File: src/logic/ex_pkg.sv
package ex_pkg;

    localparam int xlen      = 32;
    localparam int div_steps = 32;
    localparam int alu_op_w  = 12;

    // one-hot alu op bit positions
    localparam int alu_add  = 0;
    localparam int alu_sub  = 1;
    localparam int alu_slt  = 2;
    localparam int alu_sltu = 3;
    localparam int alu_and  = 4;
    localparam int alu_nor  = 5;
    localparam int alu_or   = 6;
    localparam int alu_xor  = 7;
    localparam int alu_sll  = 8;
    localparam int alu_srl  = 9;
    localparam int alu_sra  = 10;
    localparam int alu_lui  = 11;

    // divider fsm states
    localparam logic [1:0] div_idle   = 2'd0;
    localparam logic [1:0] div_load   = 2'd1;
    localparam logic [1:0] div_run    = 2'd2;
    localparam logic [1:0] div_finish = 2'd3;

    typedef enum logic [3:0] {
        uop_alu,
        uop_mul_w,
        uop_mulh_w,
        uop_mulh_wu,
        uop_div_w,
        uop_mod_w,
        uop_div_wu,
        uop_mod_wu,
        uop_rdcnt_vl,
        uop_rdcnt_vh
    } unit_op_t;

    typedef enum logic [3:0] {
        mem_none,
        mem_ld_w,
        mem_ld_h,
        mem_ld_hu,
        mem_ld_b,
        mem_ld_bu,
        mem_st_w,
        mem_st_h,
        mem_st_b
    } mem_op_t;

endpackage

File: src/logic/store_align.sv
`timescale 1ns/1ps

module store_align (
    input  ex_pkg::mem_op_t         mem_op,
    input  logic [1:0]              addr_low,
    input  logic [ex_pkg::xlen-1:0] store_data,
    output logic [3:0]              byte_en,
    output logic [ex_pkg::xlen-1:0] wdata,
    output logic                    ale
);

    always_comb begin
        byte_en = 4'b0000;
        wdata   = store_data;
        ale     = 1'b0;
        case (mem_op)
            ex_pkg::mem_st_b: begin
                byte_en = 4'b0001 << addr_low;
                wdata   = {4{store_data[7:0]}};
            end
            ex_pkg::mem_st_h: begin
                byte_en = 4'b0011 << {addr_low[1], 1'b0};
                wdata   = {2{store_data[15:0]}};
                ale     = addr_low[0];
            end
            ex_pkg::mem_st_w: begin
                byte_en = 4'b1111;
                ale     = |addr_low;
            end
            ex_pkg::mem_ld_w: ale = |addr_low;
            ex_pkg::mem_ld_h, ex_pkg::mem_ld_hu: ale = addr_low[0];
            default: ; // byte loads never misalign
        endcase
    end

endmodule

File: config.mk
export PLATFORM = sky130hd
export DESIGN_NAME = store_align
export DESIGN_NICKNAME = d
export VERILOG_FILES = /design/src/logic/ex_pkg.sv /design/src/logic/store_align.sv
export SDC_FILE = /design/constraint.sdc
export NUM_CORES = 1
export LEC_CHECK = 0
export BUFFER_PORTS_ARGS = -buffer_cell sky130_fd_sc_hd__buf_4
export CAP_MARGIN = 20
export CORE_AREA = 3 3 43 45
export DETAILED_ROUTE_END_ITERATION = 8
export DIE_AREA = 0 0 46 48
export PLACE_DENSITY = 0.88
export RECOVER_POWER = 50
export SYNTH_ARGS = -nofsm -noshare
export SYNTH_HDL_FRONTEND = slang
export SYNTH_SLANG_ARGS = --single-unit
File: constraint.sdc
create_clock -name vclk -period 7.2
set_clock_uncertainty 0.2 [all_clocks]
set_input_delay 2.16 -clock vclk [all_inputs]
set_output_delay 2.16 -clock vclk [all_outputs]
set_load 0.03 [all_outputs]
After elaboration in Yosys (flattened, before gate mapping)
Index checks and enable logic that the tools add are counted.
W data, S select, Z words.
{ "totals": {"register_bits": 0, "latch_bits": 0, "mem_bits_rw": 0, "rom_bits": 0, "inputBits": 38, "out_inout_bits": 37, "wordCells": 14, "memories": 0} }
{ "classes": {"add_sub_neg": 0, "multipliers": 0, "div_mod_pow": 0, "n_lt_le_gt_ge": 0, "eq_ne": 6, "n_shift": 2, "muxes": 3, "n_bitwise": 0, "reduce_logical": 3} }
{ "op_table": {"columns": ["cell", "n"], "rows": [
  ["$pmux W32 S2", 1],
  ["$pmux W4 S3", 1],
  ["$eq A4 B2 Y1 const B", 2],
  ["$eq A4 B3 Y1 const B", 2],
  ["$eq A4 B1 Y1 const B", 1],
  ["$eq A4 B4 Y1 const B", 1],
  ["$reduce_or A2 Y1", 2],
  ["$shl A1 B2 Y4 const A", 1],
  ["$shl A2 B2 Y4 const A", 1],
  ["$reduce_or A3 Y1", 1],
  ["$pmux W1 S2", 1]
]} }

Depth between registers and ports, before layout
{ "depth": {"ltp_word": 3, "depth_mapped": 5, "ltp_nobuf": 3} }

Worst setup path after synthesis
OpenSTA, ideal clock, no wires.
{ "synth_path": {"path_kind": "input-to-output", "from": "in addr_low[1]", "to": "out ale", "t_arrival_ps": 3396, "required_time_ps": 4840, "setup_slack_ps": 1444, "cell_stages": 4, "path_buffers": 1, "cell_sequence": "clkbuf_1 -> or3_2 -> o21ai_0 -> a311oi_1"} }
{ "synth_via": {"elab_chain_cells": 2} }
{ "synth_rtl": {"columns": ["item", "line_no", "rtl"], "rows": [
  ["from (decl)", "store_align.sv:5", "input logic [1:0] addr_low,"],
  ["$reduce_or A2 Y1", "store_align.sv:28, store_align.sv:30", null],
  ["$pmux W1 S2", "store_align.sv:16", "case (mem_op)"],
  ["to (decl)", "store_align.sv:9", "output logic ale"]
]} }
No other way between the ends.

Final worst setup path
{ "layout_path": {"from": "in mem_op[1]", "to": "out wdata[25] (netlist name)"} }
{ "layout_via": {"elab_chain_cells": 2, "elab_cells_between_ends": 3, "classes_between": "eq/ne: 2; mux: 1"} }
{ "layout_rtl": {"columns": ["item", "line_no", "rtl"], "rows": [
  ["from (decl)", "store_align.sv:4", "input ex_pkg::mem_op_t mem_op,"],
  ["$eq A4 B3 Y1 / $eq A4 B4 Y1 (equally long branches)", "store_align.sv:16", null],
  ["$pmux W32 S2 (*)", "store_align.sv:16", null],
  ["to (decl)", "store_align.sv:8", "output logic [ex_pkg::xlen-1:0] wdata,"]
]} }
Every way passes the cells marked *; elsewhere a longest branch is shown, timed or not.

==> impl_metrics.tcl <==
set metrics [dict create \
    status "finished, final reports clean" \
    peakVddDrop_uv 51.59 \
    worstPathCellList "buf_4, nor4b_4, nor2_4, a221o_1, buf_4" \
    synthTopCellsByArea "a221o_1 (15%), a21o_1 (13%), mux2_2 (13%), buf_4 (11%), and2_1 (9.4%)" \
    synth_xor_area_share_pct 0 \
    grtUsageTotal_pct 17.00 \
    cp_top_family "simple AND/OR/NAND/NOR gates" \
    antenna_cells 0 \
    hold_buffers 0 \
    power_density_nw_per_um2 88.72 \
    die_y_um 48 \
    dr.first_iter.drc_count 10 \
    vias 756 \
    wl_met2_um 1075 \
    nClkBuffers 0 \
    fin_crit_sh_pct 82.78 \
    maxSlewViolCount 0 \
    finalCriticalPeriod_ns 5.960 \
    core_area_um2 1506 \
    initial_utilization_pct 35.22 \
    place.gp.congestion 0.8820 \
    synthAdderAreaFrac_pct 0 \
    ioPinCount 75 \
    port_buffers 75 \
    critical_path_class "in2out" \
    place_hpwl_um 1734 \
    ys_types 23 \
    slowest_stage "nor4b_4" \
    hp-class "in2out" \
    avgRoutedWirePerCell_um 14.27 \
    finalWirelength_um 2027 \
    grt_pass1_wl_um 2904 \
    cts-resized-gates 0 \
    setup_viol 0 \
    vias_per_cell 5.324 \
    synth_top_area_share_pct 15.09 \
    synth.mux.area_fraction_pct 18.40 \
    syn-cell-area_um2 530.5 \
    worst_slew_pin_slew_ns 0.5896 \
    setup.worst_path.start_class "primary input" \
    yosysMostFrequentCell "a21o_1" \
    dieWidth_um 46 \
    synth_fp_nets 101 \
    critPathRequiredTime_ns 4.84 \
    cp_max_fo 16 \
    wl_met1_um 705 \
    drv_cap 0 \
    avgSynthCellArea_um2 8.421 \
    fin_tns_setup_ns 0 \
    cts_setup_buffers 0 \
    grt_max_degree 17 \
    dieArea_um2 2208 \
    endpoint_kind "output pin" \
    min_to "wdata[4]" \
    holdPathStages 2 \
    top_layer "met4" \
    nets 166 \
    yosys_warnings 0 \
    nFillCells 150 \
    nFlopsAndLatches 0 \
    leakagePower_nw 0.5209 \
    dr_wl_met3_um 207 \
    fmax_mhz 167.8 \
    crit_top_cell "buf_4" \
    synth_top_family_by_area "compound AO/OA/AOI/OAI gates" \
    synth_common_cells "a21o_1 (9), a221o_1 (8), and2_1 (8), buf_4 (8), mux2_2 (6)" \
    maxSlewHeadroom_pct 60.53 \
    finalHoldViolations 0 \
    crit_buf_inv 2 \
    syn2layout_area_growth_pct 83.73 \
    syn_inst 63 \
    register_area_um2 0 \
    min_from "store_data[4]" \
    rsz0062_at_grt "no" \
    postRouteAntennaNets 0 \
    synth-simple-area-share_pct 25.00 \
    grt_pass1_vias 741 \
    cp.arrival_ns 3.60 \
    drive_gt1_share_pct 60.32 \
    drcViolationCount 0 \
    overflow 0 \
    ys_seq_area_share_pct 0 \
    antenna_found_initial 0 \
    max_stage_delay_ns 0.57 \
    synth_area_leader_cell "a221o_1" \
    firstDrtPassIters 4 \
    synth_compound_area_share_pct 37.50 \
    power_mw 0.08647 \
    rows 14 \
]
[power breakdown]
| group | leakage [nW] | internal, mW | total, mW | switching, mW |
|---|---|---|---|---|
| clock | 0 | 0 | 0 | 0 |
| combinational | 0.521 | 0.0385 | 0.0865 | 0.0480 |
| sequential | 0 | 0 | 0 | 0 |
[cells in the final DEF (no fill, tap or decap)]
master	instances
a21o_1	9
a21oi_1	1
a221o_1	8
a311oi_1	1
a31o_2	2
and2_0	5
and2_1	3
and4b_1	1
buf_4	63
clkbuf_1	12
inv_1	2
mux2_2	6
mux2_4	2
nand2_1	1
nand3b_1	2
nor2_4	1
nor2b_1	1
nor3_1	1
nor4b_4	1
o21ai_0	1
o31ai_1	2
or3_2	1
[cell type report]
class / count / area [um^2] / area share, %
Timing Repair Buffer: 75 / 518.0 / 53.15
Multi-Input combinational cell: 49 / 429.2 / 44.03
Tap cell: 16 / 20.02 / 2.054
Inverter: 2 / 7.507 / 0.7702
[cell families after synthesis]
kind of cell	after synthesis
compound gates	24
buf+inv	14
mux	8
simple gates	17
[per-layer routing]
layer | up-vias | track usage, %
li1 | 366 | -
met1 | 338 | 18.26
met2 | 48 | 35.44
met3 | 4 | 1.128
met4 | 0 | 3.409
met5 | - | 0
[how the worst max path moves through the flow]
stage                     cells after the start  slack (ns)         to   startpoint
after global routing                          5        1.13  wdata[28]    mem_op[1]
after global placement                        5        1.26  wdata[28]    mem_op[1]
after floorplan                               4        1.44        ale  addr_low[1]
after CTS                                     5        1.23  wdata[25]    mem_op[1]
after detailed placement                      5        1.23  wdata[25]    mem_op[1]
final                                         5        1.24  wdata[25]    mem_op[1]
[per-stage QoR]
step | setup WS, ns | instance area (um^2) | cells | utilization, % | hold slack, ns
2_1_floorplan | 1.444 | 530.5 | 63 | - | 4.232
3_3_place_gp | 1.256 | 1020 | 142 | 67.69 | 4.354
3_5_place_dp | 1.227 | 1020 | 142 | 67.69 | 4.356
4_1_cts | 1.227 | 1020 | 142 | 67.69 | 4.356
5_1_grt | 1.129 | 974.7 | 142 | 64.70 | 4.443
6_report | 1.240 | 974.7 | 142 | 64.70 | 4.436
(Power assumes the default switching activity.)
