--- src/logic/ex_pkg.sv ---
package ex_pkg;

    localparam int xlen      = 32;
    localparam int div_steps = 32;
    localparam int alu_op_w  = 12;

    // one-hot alu op bit positions
    localparam int alu_add  = 0;
    localparam int alu_sub  = 1;
    localparam int alu_slt  = 2;
    localparam int alu_sltu = 3;
    localparam int alu_and  = 4;
    localparam int alu_nor  = 5;
    localparam int alu_or   = 6;
    localparam int alu_xor  = 7;
    localparam int alu_sll  = 8;
    localparam int alu_srl  = 9;
    localparam int alu_sra  = 10;
    localparam int alu_lui  = 11;

    // divider fsm states
    localparam logic [1:0] div_idle   = 2'd0;
    localparam logic [1:0] div_load   = 2'd1;
    localparam logic [1:0] div_run    = 2'd2;
    localparam logic [1:0] div_finish = 2'd3;

    typedef enum logic [3:0] {
        uop_alu,
        uop_mul_w,
        uop_mulh_w,
        uop_mulh_wu,
        uop_div_w,
        uop_mod_w,
        uop_div_wu,
        uop_mod_wu,
        uop_rdcnt_vl,
        uop_rdcnt_vh
    } unit_op_t;

    typedef enum logic [3:0] {
        mem_none,
        mem_ld_w,
        mem_ld_h,
        mem_ld_hu,
        mem_ld_b,
        mem_ld_bu,
        mem_st_w,
        mem_st_h,
        mem_st_b
    } mem_op_t;

endpackage

--- src/logic/radix2_divider.sv ---
`timescale 1ns/1ps

module radix2_divider (
    input  logic                    clk,
    input  logic                    resetn,
    input  logic                    start,
    input  logic                    abort,
    input  logic                    is_signed,
    input  logic [ex_pkg::xlen-1:0] dividend,
    input  logic [ex_pkg::xlen-1:0] divisor,
    output logic                    done,
    output logic [ex_pkg::xlen-1:0] quotient,
    output logic [ex_pkg::xlen-1:0] remainder
);

    localparam int cnt_w = $clog2(ex_pkg::div_steps);

    logic [1:0]              state;
    logic [cnt_w-1:0]        step_cnt;
    logic [ex_pkg::xlen-1:0] quo;
    logic [ex_pkg::xlen-1:0] rem;
    logic [ex_pkg::xlen-1:0] dvs;
    logic [ex_pkg::xlen-1:0] a_mag;
    logic [ex_pkg::xlen-1:0] b_mag;
    logic [ex_pkg::xlen:0]   shifted;
    logic [ex_pkg::xlen+1:0] diff;
    logic                    neg_q;
    logic                    neg_r;
    logic                    div_zero;

    assign a_mag = (is_signed && dividend[ex_pkg::xlen-1]) ? -dividend : dividend;
    assign b_mag = (is_signed && divisor[ex_pkg::xlen-1]) ? -divisor : divisor;

    assign shifted = {rem, quo[ex_pkg::xlen-1]};
    assign diff    = {1'b0, shifted} - {2'b00, dvs}; // msb set means borrow

    assign done = (state == ex_pkg::div_finish);

    always_ff @(posedge clk) begin
        if (!resetn || abort) begin
            state    <= ex_pkg::div_idle;
            step_cnt <= '0;
        end else begin
            case (state)
                ex_pkg::div_idle: begin
                    step_cnt <= '0;
                    if (start) begin
                        state <= ex_pkg::div_load;
                    end
                end
                ex_pkg::div_load: begin
                    // first restoring step happens here
                    step_cnt <= step_cnt + 1'b1;
                    state    <= ex_pkg::div_run;
                end
                ex_pkg::div_run: begin
                    step_cnt <= step_cnt + 1'b1;
                    if (step_cnt == cnt_w'(ex_pkg::div_steps - 1)) begin
                        state <= ex_pkg::div_finish;
                    end
                end
                default: state <= ex_pkg::div_idle;
            endcase
        end
    end

    always_ff @(posedge clk) begin
        if (state == ex_pkg::div_idle && start) begin
            quo      <= a_mag;
            dvs      <= b_mag;
            rem      <= '0;
            neg_q    <= is_signed & (dividend[ex_pkg::xlen-1] ^ divisor[ex_pkg::xlen-1]);
            neg_r    <= is_signed & dividend[ex_pkg::xlen-1];
            div_zero <= (divisor == '0);
        end else if (state == ex_pkg::div_load || state == ex_pkg::div_run) begin
            quo <= {quo[ex_pkg::xlen-2:0], ~diff[ex_pkg::xlen+1]};
            rem <= diff[ex_pkg::xlen+1] ? shifted[ex_pkg::xlen-1:0] : diff[ex_pkg::xlen-1:0];
        end else if (state == ex_pkg::div_finish) begin
            // min / -1 lands on 0x80000000 by itself
            quotient  <= div_zero ? '1 : (neg_q ? -quo : quo);
            remainder <= neg_r ? -rem : rem; // rem = |dividend| when divisor is zero
        end
    end

endmodule

--- config.mk ---
export PLATFORM = sky130hd
export DESIGN_NAME = radix2_divider
export DESIGN_NICKNAME = d
export VERILOG_FILES = /design/src/logic/ex_pkg.sv /design/src/logic/radix2_divider.sv
export SDC_FILE = /design/constraint.sdc
export NUM_CORES = 1
export LEC_CHECK = 0
export BUFFER_PORTS_ARGS = -buffer_cell sky130_fd_sc_hd__buf_2
export CAP_MARGIN = 25
export CORE_MARGIN = 5
export CORE_UTILIZATION = 55
export CTS_CLUSTER_DIAMETER = 30
export DETAILED_ROUTE_END_ITERATION = 8
export GPL_TIMING_DRIVEN = 0
export PLACE_DENSITY_LB_ADDON = 0.15
export SYNTH_ARGS = -nofsm -noshare
export SYNTH_HDL_FRONTEND = slang
export SYNTH_SLANG_ARGS = --single-unit
--- constraint.sdc ---
create_clock -name clk -period 3.64 [get_ports clk]
set_input_delay 0.364 -clock clk [delete_from_list [all_inputs] [get_ports clk]]
set_output_delay 0.364 -clock clk [all_outputs]
set_load 0.01 [all_outputs]
== Yosys cells after proc, flatten, opt, wreduce, memory -nomap -nowiden ==
Cells that the tools add are included.

* Register bits: 170
* Latch bits: 0
* RAM bits: 0
* ROM bits: 0
* Bits of input ports: 69
* Logic and storage cells: 52
* Memories: 0

* Add/sub/neg operators: 6
* Multiply operators: 0
* Div/mod/pow operators: 0
* Order comparisons: 0
* Equality and inequality tests: 6
* Shifts and indexed selects: 0
* Mux-type cells: 11
* Bitwise operators: 6
* Reductions and logical operators: 13

{| class="wikitable"
|+ Operators with widths
! cell !! count
|-
| $mux W32 || 7
|-
| $neg A32 Y32 || 4
|-
| $sub A33 B32 Y34 || 1
|-
| $logic_not A32 Y1 || 1
|-
| $pmux W5 S2 || 1
|-
| $pmux W2 S3 || 1
|-
| $add A5 B1 Y5 const B || 1
|-
| $eq A5 B5 Y1 const B || 1
|-
| $eq A2 B2 Y1 const B || 2
|-
| $mux W2 || 2
|-
| $ne A2 B2 Y1 const B || 2
|-
| $reduce_bool A2 Y1 || 2
|-
| $logic_and A1 B1 Y1 || 3
|-
| $not A1 Y1 || 3
|-
| $reduce_and A3 Y1 || 1
|-
| $and A1 B1 Y1 || 2
|-
| $eq A2 B1 Y1 const B || 1
|-
| $logic_not A2 Y1 || 1
|-
| $logic_or A1 B1 Y1 || 2
|-
| $reduce_and A2 Y1 || 1
|-
| $reduce_or A2 Y1 || 1
|-
| $logic_not A1 Y1 || 1
|-
| $xor A1 B1 Y1 || 1
|}

== Longest topological paths before layout ==
* Depth after elaboration: 4
* Mapped depth: 14
* Mapped depth without buffers: 13

== Worst setup path before layout ==
No wires, ideal clock.

* Kind: reg2reg
* Start point: register rem[22] in the netlist's numbering
* End point: register rem[2] in the netlist's numbering
* Library setup time: 198 ps
* Arrival time: 2659 ps
* Required time: 3442 ps
* Slack: 783 ps
* Stages on the path, launching flop included: 14
* Clock period less this slack: 2857 ps
* Cell sequence: dfxtp_1 ha_1 clkbuf_1 nand4_1 nor4_1 nand4_1 a31o_1 nand2_1 a31o_1 clkbuf_1 buf_2 nand2_1 o211ai_1 a21oi_1

* Word-level cells in the longest chain between the ends: 2

{| class="wikitable"
|+ Ends and longest elaborated chain
! item !! RTL line !! RTL
|-
| start, declared || radix2_divider.sv:21 || <nowiki>logic [ex_pkg::xlen-1:0] rem;</nowiki>
|-
| start signal, assigned || radix2_divider.sv:77 || <nowiki>rem <= diff[ex_pkg::xlen+1] ? shifted[ex_pkg::xlen-1:0] : diff[ex_pkg::xlen-1:0];</nowiki>
|-
| $sub A33 B32 Y34 || radix2_divider.sv:35 || <nowiki>assign diff = {1'b0, shifted} - {2'b00, dvs};</nowiki>
|-
| $mux W32 || radix2_divider.sv:77 ||
|}

No other way between the ends.
A chain may end at the register's enable or synchronous reset.

== Worst setup path after layout ==
* Start point: register rem[21] in the netlist's numbering
* End point: register rem[17] in the netlist's numbering

The elaborated chain is that of the path after synthesis.

==> results.cfg <==
[run_status]
status = finished clean

[grt]
grt_pass1_wl_microns = 40440
grt_pass1_vias = 7806
grt.total_usage = 0.2294
globalRouteOverflowTotal = 0
grt_max_degree = 66
antenna_found_initial = 0

[die]
rows = 50
die_width_microns = 147.7
die_h_microns = 147.7
start_util = 0.5574
ioPinCount = 134
dieArea_sq_um = 21810
coreArea_sq_um = 18710

[synth]
synth_area_leaders = edfxtp_1, dfxtp_1, xnor2_1
ys_async_sr_fraction = 0
synth_cell_type_count = 61
synth_seq_cells = 170
yosys_most_used_dff = edfxtp_1
syn_nets = 1207
synth_cells = 1095
synthMostInstantiatedCell = nand2_1
synth_warnings = 0
synth_common_cells = nand2_1, edfxtp_1, o21ai_0
netlist.area_leader.share = 0.3773
synth_top_cell_by_area = edfxtp_1
synth-seq-area-share = 0.4522
synth_edf_count = 131
syn-cell-area_sq_um = 10430
syn_area_per_cell_sq_um = 9.522

[clock_network]
clock-sinks = 170
clock-root-buffer = clkbuf_16
postCtsSetupBuffers = 0
clock_latency_ns = 0.43
cts_tree = done
clk_transition_reported_paths_ns = 0.07
ctsLongestPathBuffers = 2
cts_buffers = 17
htree_levels = 4

[power_and_ir_drop]
p_clk_frac = 0.310
p_switching_mw = 1.855
p_sw_frac = 0.3284
power.internal_mw = 3.794
pwr-share-comb = 0.249
vdd_drop_max_mv = 0.3785
p_seq_frac = 0.441
power.density_nw_per_um2 = 470.0
leakagePower_nw = 4.702

[setup_path]
crit_path_end_kind = flop
critPathMaxFanout = 10
reg2reg_from = rem[21]$_SDFFE_PP0N_
cp-start-kind = flop
cp.required_ns = 3.93
cp-startpoint = rem[21]$_SDFFE_PP0N_
worst-setup-path-type = flop to flop
r2r_cells = 12
cp_data_arrival_time_ns = 3.71
crit-reg2reg-capture = rem[17]$_SDFFE_PP0N_
crit_end = rem[17]$_SDFFE_PP0N_
r2r_setup_slack_ns = 0.22

[sta]
setup_viol_count_final = 0
rsz0062_at_grt = no
hold_violations = 0
fin_crit_sh = 0.9391
fin_worst_skew_ns = 0.008229
period_minus_slack_ns = 3.418
whs_ns = 0.1702
worst_pin_slew_ns = 0.8892
timing.setup.tns_ns = 0
max_freq_ghz = 0.2925
maxSlewViolCount = 0
slew_headroom = 0.4072

[hold_path]
min_from = divisor[0]
hold_class = input port to flop

[route]
wire_per_inst_microns = 16.62
vias = 8501
dr.pass1.iters = 6
antenna_left = 0
drc = 0
viasPerCell = 5.686
drtIter0Drc = 735
routed_wl_microns = 24840

[layout]
fin_nets = 1360
diodes = 0
fin_util = 0.6425
drive_gt1_frac = 0.1459
fill_cells = 1551
areaGrowthSynthToFinish_pct = 15.28

[place]
gp_congestion = 0.9045
io_buffers = 133
dp_hpwl_microns = 19390

[job]
maxCapViolCount = 0
-- how the worst min path moves through the flow --
stage,end,slack [ns],depth (start not counted)
after floorplan,dvs[0]$_DFFE_PP_,0.46,0
after global placement,step_cnt[0]$_SDFFE_PP0P_,0.48,2
after detailed placement,step_cnt[0]$_SDFFE_PP0P_,0.52,2
after CTS,dvs[0]$_DFFE_PP_,0.16,1
after global routing,dvs[0]$_DFFE_PP_,0.17,1
final,dvs[0]$_DFFE_PP_,0.17,1
-- state kept, by name, indices dropped and copies added (netlist names) --
signal and flops:
dvs 32, quo 32, quotient 32, rem 32
remainder 32, step_cnt 5, state 2, div_zero 1
neg_q 1, neg_r 1
-- routing by layer --
layer,share of wire,vias to the layer above,GRT usage
met4,0.0079,0,0.04380
li1,-,4289,-
met1,0.50,3887,0.3618
met2,0.42,311,0.3285
met3,0.079,14,0.04598
met5,0,-,0
-- layout make-up --
cell class                 count  area, sq um  area share
clock buffer                  17        425.4     0.03539
tap                          234        292.8     0.02436
clock inverter                15        150.1     0.01249
inverter                      60        225.2     0.01874
buffer                        42        166.4     0.01385
sequential                   170         4715      0.3923
multi-input combinational    822         5331      0.4436
timing repair buffer         135        713.2     0.05934
-- cell usage in the layout (no fill, tap or decap), types with 39 or more instances in the layout --
| cell type | n |
|---|---|
| xor2_1 | 64 |
| xnor2_1 | 77 |
| edfxtp_1 | 131 |
| ha_1 | 41 |
| a21oi_1 | 79 |
| nor2_1 | 69 |
| nand2_1 | 132 |
| buf_2 | 136 |
| inv_1 | 59 |
| o21ai_0 | 91 |
| dfxtp_1 | 39 |
-- timing repair --
item | CTS | global route
hold buffers | 0 | 0
setup endpoints to repair | 0 | 16
resized for setup | 0 | 2
endpoints found under the hold margin | 0 | 0
-- worst max-delay path: stages, from the launching register on --
cell	delay (ns)
dfxtp_1	0.41
ha_1	0.32
clkbuf_1	0.26
nand4_1	0.20
nor4_1	0.42
nand4_1	0.14
a31o_1	0.21
nand2_1	0.18
a31o_1	0.17
clkbuf_1	0.23
buf_2	0.36
mux2i_1	0.28
a21oi_1	0.10
-- metrics by stage --
step	setup WS, ns	power, mW	cell area, sq um	std cells
floorplan	0.7830	3.501	10430	1095
global placement	0.2169	3.873	11380	1462
detailed placement	0.1802	3.908	11450	1464
CTS	0.1570	5.646	12020	1496
global route	0.02808	5.958	12020	1495
finish	0.2217	5.649	12020	1495
-- power groups by stage --
| stage | Sequential, mW | Clock (mW) | Combinational (mW) |
|---|---|---|---|
| 2_1_floorplan | 2.45 | 0 | 1.05 |
| 3_3_place_gp | 2.52 | 0 | 1.35 |
| 3_5_place_dp | 2.52 | 0 | 1.38 |
| 4_1_cts | 2.48 | 1.77 | 1.39 |
| 5_1_grt | 2.51 | 1.88 | 1.57 |
| 6_report | 2.49 | 1.75 | 1.40 |
-- cell families after synthesis --
family,Yosys count,share of synthesized area
XOR/XNOR,141,0.1184
AND/OR/NAND/NOR,322,0.1466
flip-flops,170,0.4522
AO/OA/AOI/OAI,294,0.1715
adder cells (fa/ha/maj),43,0.05232
multiplexers,22,0.02124
buffers and inverters,103,0.03768
(Power assumes the default switching activity.)
