===== src/logic/ex_pkg.sv =====
package ex_pkg;

    localparam int xlen      = 32;
    localparam int div_steps = 32;
    localparam int alu_op_w  = 12;

    // one-hot alu op bit positions
    localparam int alu_add  = 0;
    localparam int alu_sub  = 1;
    localparam int alu_slt  = 2;
    localparam int alu_sltu = 3;
    localparam int alu_and  = 4;
    localparam int alu_nor  = 5;
    localparam int alu_or   = 6;
    localparam int alu_xor  = 7;
    localparam int alu_sll  = 8;
    localparam int alu_srl  = 9;
    localparam int alu_sra  = 10;
    localparam int alu_lui  = 11;

    // divider fsm states
    localparam logic [1:0] div_idle   = 2'd0;
    localparam logic [1:0] div_load   = 2'd1;
    localparam logic [1:0] div_run    = 2'd2;
    localparam logic [1:0] div_finish = 2'd3;

    typedef enum logic [3:0] {
        uop_alu,
        uop_mul_w,
        uop_mulh_w,
        uop_mulh_wu,
        uop_div_w,
        uop_mod_w,
        uop_div_wu,
        uop_mod_wu,
        uop_rdcnt_vl,
        uop_rdcnt_vh
    } unit_op_t;

    typedef enum logic [3:0] {
        mem_none,
        mem_ld_w,
        mem_ld_h,
        mem_ld_hu,
        mem_ld_b,
        mem_ld_bu,
        mem_st_w,
        mem_st_h,
        mem_st_b
    } mem_op_t;

endpackage


===== src/logic/ex_stage.sv =====
`timescale 1ns/1ps

module ex_stage (
    input  logic                        clk,
    input  logic                        resetn,
    input  logic                        flush,
    input  logic                        in_valid,
    output logic                        in_allowin,
    input  logic [ex_pkg::xlen-1:0]     in_pc,
    input  logic [ex_pkg::alu_op_w-1:0] in_alu_op,
    input  ex_pkg::unit_op_t            in_unit_op,
    input  ex_pkg::mem_op_t             in_mem_op,
    input  logic [ex_pkg::xlen-1:0]     in_src1,
    input  logic [ex_pkg::xlen-1:0]     in_src2,
    input  logic [ex_pkg::xlen-1:0]     in_rkd_value,
    input  logic                        in_rf_we,
    input  logic [4:0]                  in_rf_waddr,
    input  logic                        ms_allowin,
    output logic                        out_valid,
    output logic [ex_pkg::xlen-1:0]     out_pc,
    output logic [ex_pkg::xlen-1:0]     out_result,
    output logic                        out_rf_we,
    output logic                        out_res_from_mem,
    output logic                        out_ale,
    output logic [4:0]                  out_rf_waddr,
    output logic                        data_sram_en,
    output logic [3:0]                  data_sram_we,
    output logic [ex_pkg::xlen-1:0]     data_sram_addr,
    output logic [ex_pkg::xlen-1:0]     data_sram_wdata,
    output logic [ex_pkg::alu_op_w-1:0] es_alu_op,
    output logic [ex_pkg::xlen-1:0]     es_src1,
    output logic [ex_pkg::xlen-1:0]     es_src2,
    output logic [ex_pkg::xlen-1:0]     es_rkd_value,
    output ex_pkg::mem_op_t             es_mem_op,
    output logic                        div_start,
    output logic                        div_abort,
    output logic                        div_signed,
    input  logic [ex_pkg::xlen-1:0]     alu_result,
    input  logic [ex_pkg::xlen-1:0]     div_quotient,
    input  logic [ex_pkg::xlen-1:0]     div_remainder,
    input  logic [3:0]                  st_byte_en,
    input  logic [ex_pkg::xlen-1:0]     st_wdata,
    input  logic                        div_done,
    input  logic                        st_ale
);

    ex_pkg::unit_op_t es_unit_op;
    logic             es_valid;
    logic             ready_go;
    logic             is_div;
    logic             is_load;
    logic             is_store;
    logic             mem_go;
    logic             div_issued;
    logic             div_finished;
    logic [63:0]      retired_cnt;
    logic [63:0]      uprod;
    logic signed [63:0] sprod;

    assign is_div = es_unit_op inside {ex_pkg::uop_div_w, ex_pkg::uop_mod_w,
                                       ex_pkg::uop_div_wu, ex_pkg::uop_mod_wu};
    assign is_load  = es_mem_op inside {ex_pkg::mem_ld_w, ex_pkg::mem_ld_h, ex_pkg::mem_ld_hu,
                                        ex_pkg::mem_ld_b, ex_pkg::mem_ld_bu};
    assign is_store = es_mem_op inside {ex_pkg::mem_st_w, ex_pkg::mem_st_h, ex_pkg::mem_st_b};

    assign ready_go   = is_div ? div_finished : 1'b1;
    assign in_allowin = ~es_valid | (ready_go & ms_allowin);
    assign out_valid  = es_valid & ready_go & ~flush;

    always_ff @(posedge clk) begin
        if (!resetn || flush) begin
            es_valid <= 1'b0;
        end else if (in_allowin) begin
            es_valid <= in_valid;
        end
    end

    always_ff @(posedge clk) begin
        if (in_valid && in_allowin) begin
            out_pc       <= in_pc;
            es_alu_op    <= in_alu_op;
            es_unit_op   <= in_unit_op;
            es_mem_op    <= in_mem_op;
            es_src1      <= in_src1;
            es_src2      <= in_src2;
            es_rkd_value <= in_rkd_value;
            out_rf_we    <= in_rf_we;
            out_rf_waddr <= in_rf_waddr;
        end
    end

    // one start per held division
    assign div_start  = es_valid & is_div & ~div_issued & ~flush;
    assign div_abort  = flush;
    assign div_signed = es_unit_op inside {ex_pkg::uop_div_w, ex_pkg::uop_mod_w};

    always_ff @(posedge clk) begin
        if (!resetn || flush) begin
            div_issued   <= 1'b0;
            div_finished <= 1'b0;
        end else if (in_allowin) begin
            div_issued   <= 1'b0;
            div_finished <= 1'b0;
        end else begin
            if (div_start) begin
                div_issued <= 1'b1;
            end
            if (div_done && div_issued) begin
                div_finished <= 1'b1;
            end
        end
    end

    always_ff @(posedge clk) begin
        if (!resetn) begin
            retired_cnt <= 64'd0;
        end else if (out_valid && ms_allowin) begin
            retired_cnt <= retired_cnt + 64'd1; // counts downstream transfers
        end
    end

    assign uprod = es_src1 * es_src2;
    assign sprod = $signed(es_src1) * $signed(es_src2);

    always_comb begin
        case (es_unit_op)
            ex_pkg::uop_mul_w:    out_result = sprod[31:0];
            ex_pkg::uop_mulh_w:   out_result = sprod[63:32];
            ex_pkg::uop_mulh_wu:  out_result = uprod[63:32];
            ex_pkg::uop_div_w,
            ex_pkg::uop_div_wu:   out_result = div_quotient;
            ex_pkg::uop_mod_w,
            ex_pkg::uop_mod_wu:   out_result = div_remainder;
            ex_pkg::uop_rdcnt_vl: out_result = retired_cnt[31:0];
            ex_pkg::uop_rdcnt_vh: out_result = retired_cnt[63:32];
            default:              out_result = alu_result; // loads carry the address
        endcase
    end

    assign out_res_from_mem = is_load;
    assign out_ale          = es_valid & st_ale;

    assign mem_go          = es_valid & (es_mem_op != ex_pkg::mem_none) & ~st_ale & ~flush;
    assign data_sram_en    = mem_go;
    assign data_sram_we    = st_byte_en & {4{mem_go & is_store}};
    assign data_sram_addr  = {alu_result[ex_pkg::xlen-1:2], 2'b00};
    assign data_sram_wdata = st_wdata;

endmodule


===== config.mk =====
export PLATFORM = sky130hd
export DESIGN_NAME = ex_stage
export DESIGN_NICKNAME = d
export VERILOG_FILES = /design/src/logic/ex_pkg.sv /design/src/logic/ex_stage.sv
export SDC_FILE = /design/constraint.sdc
export NUM_CORES = 2
export LEC_CHECK = 0
export BUFFER_PORTS_ARGS = -buffer_cell sky130_fd_sc_hd__buf_4
export CORE_ASPECT_RATIO = 2
export CORE_UTILIZATION = 40
export CTS_CLUSTER_DIAMETER = 150
export DETAILED_ROUTE_END_ITERATION = 10
export GPL_TIMING_DRIVEN = 0
export SETUP_SLACK_MARGIN = 0.15
export SYNTH_ARGS = -nofsm -noshare
export SYNTH_HDL_FRONTEND = slang
export SYNTH_SLANG_ARGS = --single-unit
export TNS_END_PERCENT = 100

===== constraint.sdc =====
create_clock -name clk -period 9.4 [get_ports clk]
set_input_delay 0.94 -clock clk [delete_from_list [all_inputs] [get_ports clk]]
set_output_delay 0.94 -clock clk [all_outputs]
set_load 0.01 [all_outputs]

* After elaboration in Yosys (flattened, before gate mapping) *
Cells that the tools add are included.

cells by class
  add/subtract/negate cells = 1
  $mul = 2
  eq/ne operators = 17
  muxes and demuxes = 2
  bitwise gates (word level) = 17
  reductions and logical operators = 13

operators with widths
  cell                     count
  $pmux W32 S7             1
  $mul A32 B32 Y64         2
  $add A64 B1 Y64 const B  1
  $eq A4 B3 Y1 const B     8
  $eq A4 B2 Y1 const B     4
  $eq A4 B4 Y1 const B     3
  $and A1 B1 Y1            11
  $eq A4 B1 Y1 const B     2
  $reduce_bool A4 Y1       2
  $reduce_or A2 Y1         3
  $reduce_bool A5 Y1       1
  $and A4 B4 Y4            1
  $not A1 Y1               4
  $logic_and A1 B1 Y1      3
  $reduce_bool A3 Y1       1
  $reduce_bool A2 Y1       1
  $logic_not A1 Y1         1
  $logic_or A1 B1 Y1       1
  $mux W1                  1
  $or A1 B1 Y1             1

word-level totals
  bits in registers = 221
  input bits = 293
  output and inout bits = 258
  logic and storage cells = 65

* Logic depth before layout (Yosys ltp) *
  depth after elaboration = 6
  gate-level depth with buffers = 29
  gate-level depth less buffers = 27

* Worst setup path after synthesis *
No wires, ideal clock.

  path type = reg2reg
  from = register es_unit_op[3]
  to = register es_alu_op[0] (netlist bit), enable pin
  setup time = 718 ps
  data arrival time = 8520 ps
  data required time = 8682 ps
  slack = 161 ps
  stages on the path, launching flop included = 6
  buffers on the path = 2
  clock period less this slack = 9239 ps
  path through = edfxtp_1 -> nand2b_1 -> buf_4 -> clkbuf_1 -> o21ai_0 -> a21oi_1

between the ends
  word-level cells in the longest chain between the ends = 6
  elaborated cells between the ends (all ways) = 9
  those cells by class = eq/ne: 4; mux: 1; bitwise: 2; reduce/logical: 2

RTL lines
  element                  line            text
  start, declared          ex_stage.sv:47  ex_pkg::unit_op_t es_unit_op;
  start signal, assigned   ex_stage.sv:82  es_unit_op <= in_unit_op;
  $eq A4 B3 Y1             ex_stage.sv:60  assign is_div = es_unit_op inside {ex_pkg::uop_div_w, ex_pkg::uop_mod_w,
  $reduce_bool A4 Y1 (*)   ex_stage.sv:60
  $mux W1 (*)              ex_stage.sv:66  assign ready_go = is_div ? div_finished : 1'b1;
  $and A1 B1 Y1 (*)        ex_stage.sv:67  assign in_allowin = ~es_valid | (ready_go & ms_allowin);
  $or A1 B1 Y1 (*)         ex_stage.sv:67
  $logic_and A1 B1 Y1 (*)  ex_stage.sv:79  if (in_valid && in_allowin) begin
  end signal, assigned     ex_stage.sv:81  es_alu_op <= in_alu_op;
  end, declared            ex_stage.sv:30  output logic [ex_pkg::alu_op_w-1:0] es_alu_op,

Mark *: on every way between the ends. The rest lies on a longest branch, timed or not.
A chain may end at the register's enable or synchronous reset.

* Worst setup path in the final report *
  from = register es_src1[31] (netlist bit)
  to = output port out_result[29] (netlist bit)

between the ends
  word-level cells in the longest chain between the ends = 2
  elaborated cells between the ends (all ways) = 3
  those cells by class = mul: 2; mux: 1

RTL lines
  element                                     line                              text
  start, declared                             ex_stage.sv:31                    output logic [ex_pkg::xlen-1:0] es_src1,
  start signal, assigned                      ex_stage.sv:84                    es_src1 <= in_src1;
  $mul A32 B32 Y64, on equally long branches  ex_stage.sv:122, ex_stage.sv:123
  $pmux W32 S7 (*)                            ex_stage.sv:126                   case (es_unit_op)
  end, declared                               ex_stage.sv:21                    output logic [ex_pkg::xlen-1:0] out_result,

Marks and branches as above.

==> summary.md <==
| Metric | Value |
|---|---|
| Gr ovfl total | `0` |
| Master cell of the clock root buffer | `sky130_fd_sc_hd__clkbuf_16` |
| Count of flip-flops with a built-in enable after synthesis | `154` |
| Period Utilization, post-route | `106.7%` |
| Iter 0 DRT Violations | `3420` |
| Filler-free cell count of the finished design | `9378` |
| Outcome | `finished with violations` |
| Path type of the worst setup path | `flip-flop to output pin` |
| Critical Path End Type | `output pin` |
| Cell area after placement | `67940 sq um` |
| H-tree lvl count | `1` |
| Fill cell instance count of the final layout | `14420` |
| Core outline area | `152700 sq um` |
| Fin worst setup slack | `-625.6 ps` |
| Number of cells on the worst reg-to-reg path | `10` |
| WHS Path Cells | `1` |
| Startpoint types | `flip-flop` |
| Number of nets in the final layout | `9441` |
| WL/cell | `31.44 um` |
| Worst-path maximum fanout | `5` |
| Number of global-route vias before repair | `56090` |
| Synth async-reset ratio | `0%` |
| Biggest area consumer among synthesized cells | `sky130_fd_sc_hd__fa_1` |
| Worst endpoint data arrival time | `9090 ps` |
| Hold Crit Endpoint | `es_src1[17]` |
| Mean post-synth cell area | `9.623 sq um` |
| Die Outline Area | `155100 sq um` |
| Final WL | `294.8 mm` |
| Cell at the slowest stage of the critical path | `sky130_fd_sc_hd__fa_2` |
| Global placement routability congestion | `1.079` |
| ANT nets after route | `0` |
| Violated checks | `negative setup slack` |
| DRC errors left | `0` |
| Worst-skew pair later-pin latency | `670 ps` |
| Initial core utilization | `40.19%` |
| Gate count after technology mapping | `6376` |
| Clock tree from TritonCTS | `yes` |
| RSZ-0062 raised after global routing | `yes` |
| Via/cell ratio | `5.456` |
| Count of different cell masters after synthesis | `79` |
| Cell Count Post-Placement | `8949` |
| Worst clock skew | `14.94 ps` |
| Final number of setup-violating endpoints | `32` |
| Number of flip-flops and latches in the synthesized netlist | `221` |
| Actual slew at the worst max-slew pin | `1133 ps` |
| Dominant synthesized flop cell | `sky130_fd_sc_hd__edfxtp_1` |
| Portion of the post-synthesis area used by sequential elements | `9.723%` |
| Post-synthesis instance area | `61360 sq um` |
| Reg2reg start | `es_unit_op[3]` |
| I/O pins | `551` |
| CTS clock-pin slew for the worst setup and hold paths | `70 ps` |
| Top-area cell type share of the netlist area | `48.00%` |
| Post-layout minimum cycle time | `10030 ps` |
| Combined global-route utilization of all metal layers | `38.49%` |
| Normalized max-slew margin | `24.46%` |
| Reg2Reg Setup Slack | `5940 ps` |
| Biggest area contributors in the synthesized netlist | `sky130_fd_sc_hd__fa_1 (48%), sky130_fd_sc_hd__inv_1 (9.7%), sky130_fd_sc_hd__ha_1 (7.9%)` |
| Initial DRT Pass Iterations | `8` |
| Clock sink count | `221` |
| Highest clock rate | `99.75 MHz` |
| Max Slew Vio Count | `0` |
| Fin area | `76980 sq um` |
| Die height | `555.9 um` |
| HPWL after detailed placement | `244.5 mm` |
| Post-route worst hold slack | `438.5 ps` |
| Buffers added on ports | `516` |
| Number of vias in the routed layout | `51160` |
| Count of warnings emitted by yosys | `0` |
| Maximum clock path buffer count | `3` |
| Wire length of the first global-routing pass | `405.9 mm` |
| Slowest stage delay, CP | `740 ps` |
| Worst hold-check path type | `input port to flip-flop` |
| Number of CTS-inserted buffers | `25` |
| Maxcap violations | `0` |
| Largest net degree at the start of global routing | `31` |
| Beginning of the worst hold path | `in_src1[17]` |
| Number of placement rows | `203` |
| CP required | `8460 ps` |
| Initial antenna violation count | `29` |
| Floorplan die width | `278.9 um` |
| Reg2reg end | `es_src2[17]` |
| Share of cells above drive strength 1 | `23.76%` |
| Final hold violations | `0` |
| Area added between synthesis and finish | `25.46%` |
-- layer usage --
metal / GRT usage (%) / wire, um
met1: 34.70 / 83400
met5: 0 / 11
met2: 66.83 / 148400
met4: 45.08 / 42880
met3: 7.698 / 20130
-- state kept, by name (all words and copies together), names as in the netlist --
register / count
out_pc: 32
es_alu_op: 12
out_rf_we: 1
out_rf_waddr: 5
div_finished: 1
es_valid: 1
es_src2: 32
es_unit_op: 4
es_rkd_value: 32
es_mem_op: 4
es_src1: 32
retired_cnt: 64
div_issued: 1
-- per-stage QoR --
stage | util, % | setup WS (ps) | TNS (ps)
4_1_cts | 49.54 | -521.1 | -10820
3_5_place_dp | 44.50 | -2540 | -56950
5_1_grt | 50.41 | -805.5 | -19400
2_1_floorplan | - | 161.4 | 0
3_3_place_gp | 44.41 | -5079 | -822460
6_report | 50.43 | -625.6 | -15100
-- timing repair --
item | in CTS | in global routing
cloned | 1 | 1
setup endpoints to repair | 32 | 32
resized for setup | 1092 | 219
hold buffers | 0 | 0
buffers inserted | 301 | 66
pin swaps | 238 | 198
-- cell usage in the layout, fill, tap and decap left out, types with 29 or more instances in the layout --
| master | n |
|---|---|
| sky130_fd_sc_hd__nand2_1 | 652 |
| sky130_fd_sc_hd__clkbuf_16 | 67 |
| sky130_fd_sc_hd__mux2i_1 | 35 |
| sky130_fd_sc_hd__nand3_1 | 46 |
| sky130_fd_sc_hd__xnor2_1 | 100 |
| sky130_fd_sc_hd__inv_1 | 1528 |
| sky130_fd_sc_hd__buf_6 | 78 |
| sky130_fd_sc_hd__a21oi_1 | 101 |
| sky130_fd_sc_hd__o211ai_1 | 29 |
| sky130_fd_sc_hd__clkbuf_1 | 57 |
| sky130_fd_sc_hd__inv_2 | 50 |
| sky130_fd_sc_hd__fa_1 | 1338 |
| sky130_fd_sc_hd__ha_1 | 345 |
| sky130_fd_sc_hd__clkbuf_8 | 81 |
| sky130_fd_sc_hd__nor2_1 | 92 |
| sky130_fd_sc_hd__a21oi_2 | 34 |
| sky130_fd_sc_hd__ha_4 | 33 |
| sky130_fd_sc_hd__dfxtp_1 | 67 |
| sky130_fd_sc_hd__edfxtp_1 | 154 |
| sky130_fd_sc_hd__nor2b_1 | 38 |
| sky130_fd_sc_hd__buf_12 | 49 |
| sky130_fd_sc_hd__nand4_1 | 49 |
| sky130_fd_sc_hd__clkbuf_4 | 42 |
| sky130_fd_sc_hd__and2_1 | 544 |
| sky130_fd_sc_hd__buf_4 | 841 |
| sky130_fd_sc_hd__clkbuf_2 | 36 |
| sky130_fd_sc_hd__o21ai_0 | 60 |
| sky130_fd_sc_hd__fa_2 | 133 |
| sky130_fd_sc_hd__a21o_1 | 75 |
-- Yosys cell counts (49+ instances only) --
cell type / count
sky130_fd_sc_hd__ha_1: 386
sky130_fd_sc_hd__nand3_1: 49
sky130_fd_sc_hd__and2_1: 571
sky130_fd_sc_hd__o21ai_0: 91
sky130_fd_sc_hd__clkbuf_1: 278
sky130_fd_sc_hd__a21o_1: 75
sky130_fd_sc_hd__nand4_1: 49
sky130_fd_sc_hd__buf_4: 66
sky130_fd_sc_hd__dfxtp_1: 67
sky130_fd_sc_hd__nor2_1: 98
sky130_fd_sc_hd__xnor2_1: 117
sky130_fd_sc_hd__inv_1: 1587
sky130_fd_sc_hd__a21oi_1: 152
sky130_fd_sc_hd__fa_1: 1471
sky130_fd_sc_hd__edfxtp_1: 154
sky130_fd_sc_hd__nand2_1: 676
-- worst max path at each step --
stage                     cells past startpoint          start              to  slack [ps]
after floorplan                               5  es_unit_op[3]    es_alu_op[0]         160
after global placement                        5  es_unit_op[3]     es_src2[18]       -5080
after detailed placement                     28     es_src2[5]  out_result[31]       -2540
after CTS                                    27    es_src2[10]  out_result[31]        -520
after global routing                         29     es_src1[8]  out_result[16]        -810
final                                        29    es_src1[31]  out_result[29]        -630
-- worst max-delay path, delay by kind of cell, from the launching register on --
kind	cells	cell delay (ps)
adders and majority gates	9	4820
buffers and inverters	9	1170
AOI/OAI and AO/OA	7	1300
xor gates and xnor gates	1	150
DFF	1	610
and+or+nand+nor	3	320
-- logic make-up (layout without fill, tap and decap cells) --
family | Yosys count | in the layout | synth area share [%]
simple gates | 1608 | 1608 | 13.28
compound gates | 564 | 564 | 6.085
flops | 221 | 221 | 9.723
fa+ha+maj | 1857 | 1857 | 55.87
mux | 38 | 38 | 0.6220
buf+inv | 1936 | 2869 | 12.26
other cells | 1 | 20 | 0.006112
xor+xnor | 151 | 151 | 2.155
-- layout make-up --
class / instances / area [sq um] / share of cell area [%]
Clock buffer: 33 / 719.4 / 0.9346
Sequential cell: 221 / 5966 / 7.750
Tap cell: 2050 / 2565 / 3.332
Inverter: 1587 / 5987 / 7.777
Timing Repair Buffer: 891 / 7614 / 9.890
Buffer: 345 / 3548 / 4.610
Antenna cell: 18 / 45.04 / 0.05851
Multi-Input combinational cell: 4220 / 50420 / 65.50
Clock inverter: 13 / 116.4 / 0.1512
Power is not shown: default switching activity piles up to over one toggle a cycle in this logic, so the estimate is an artifact.
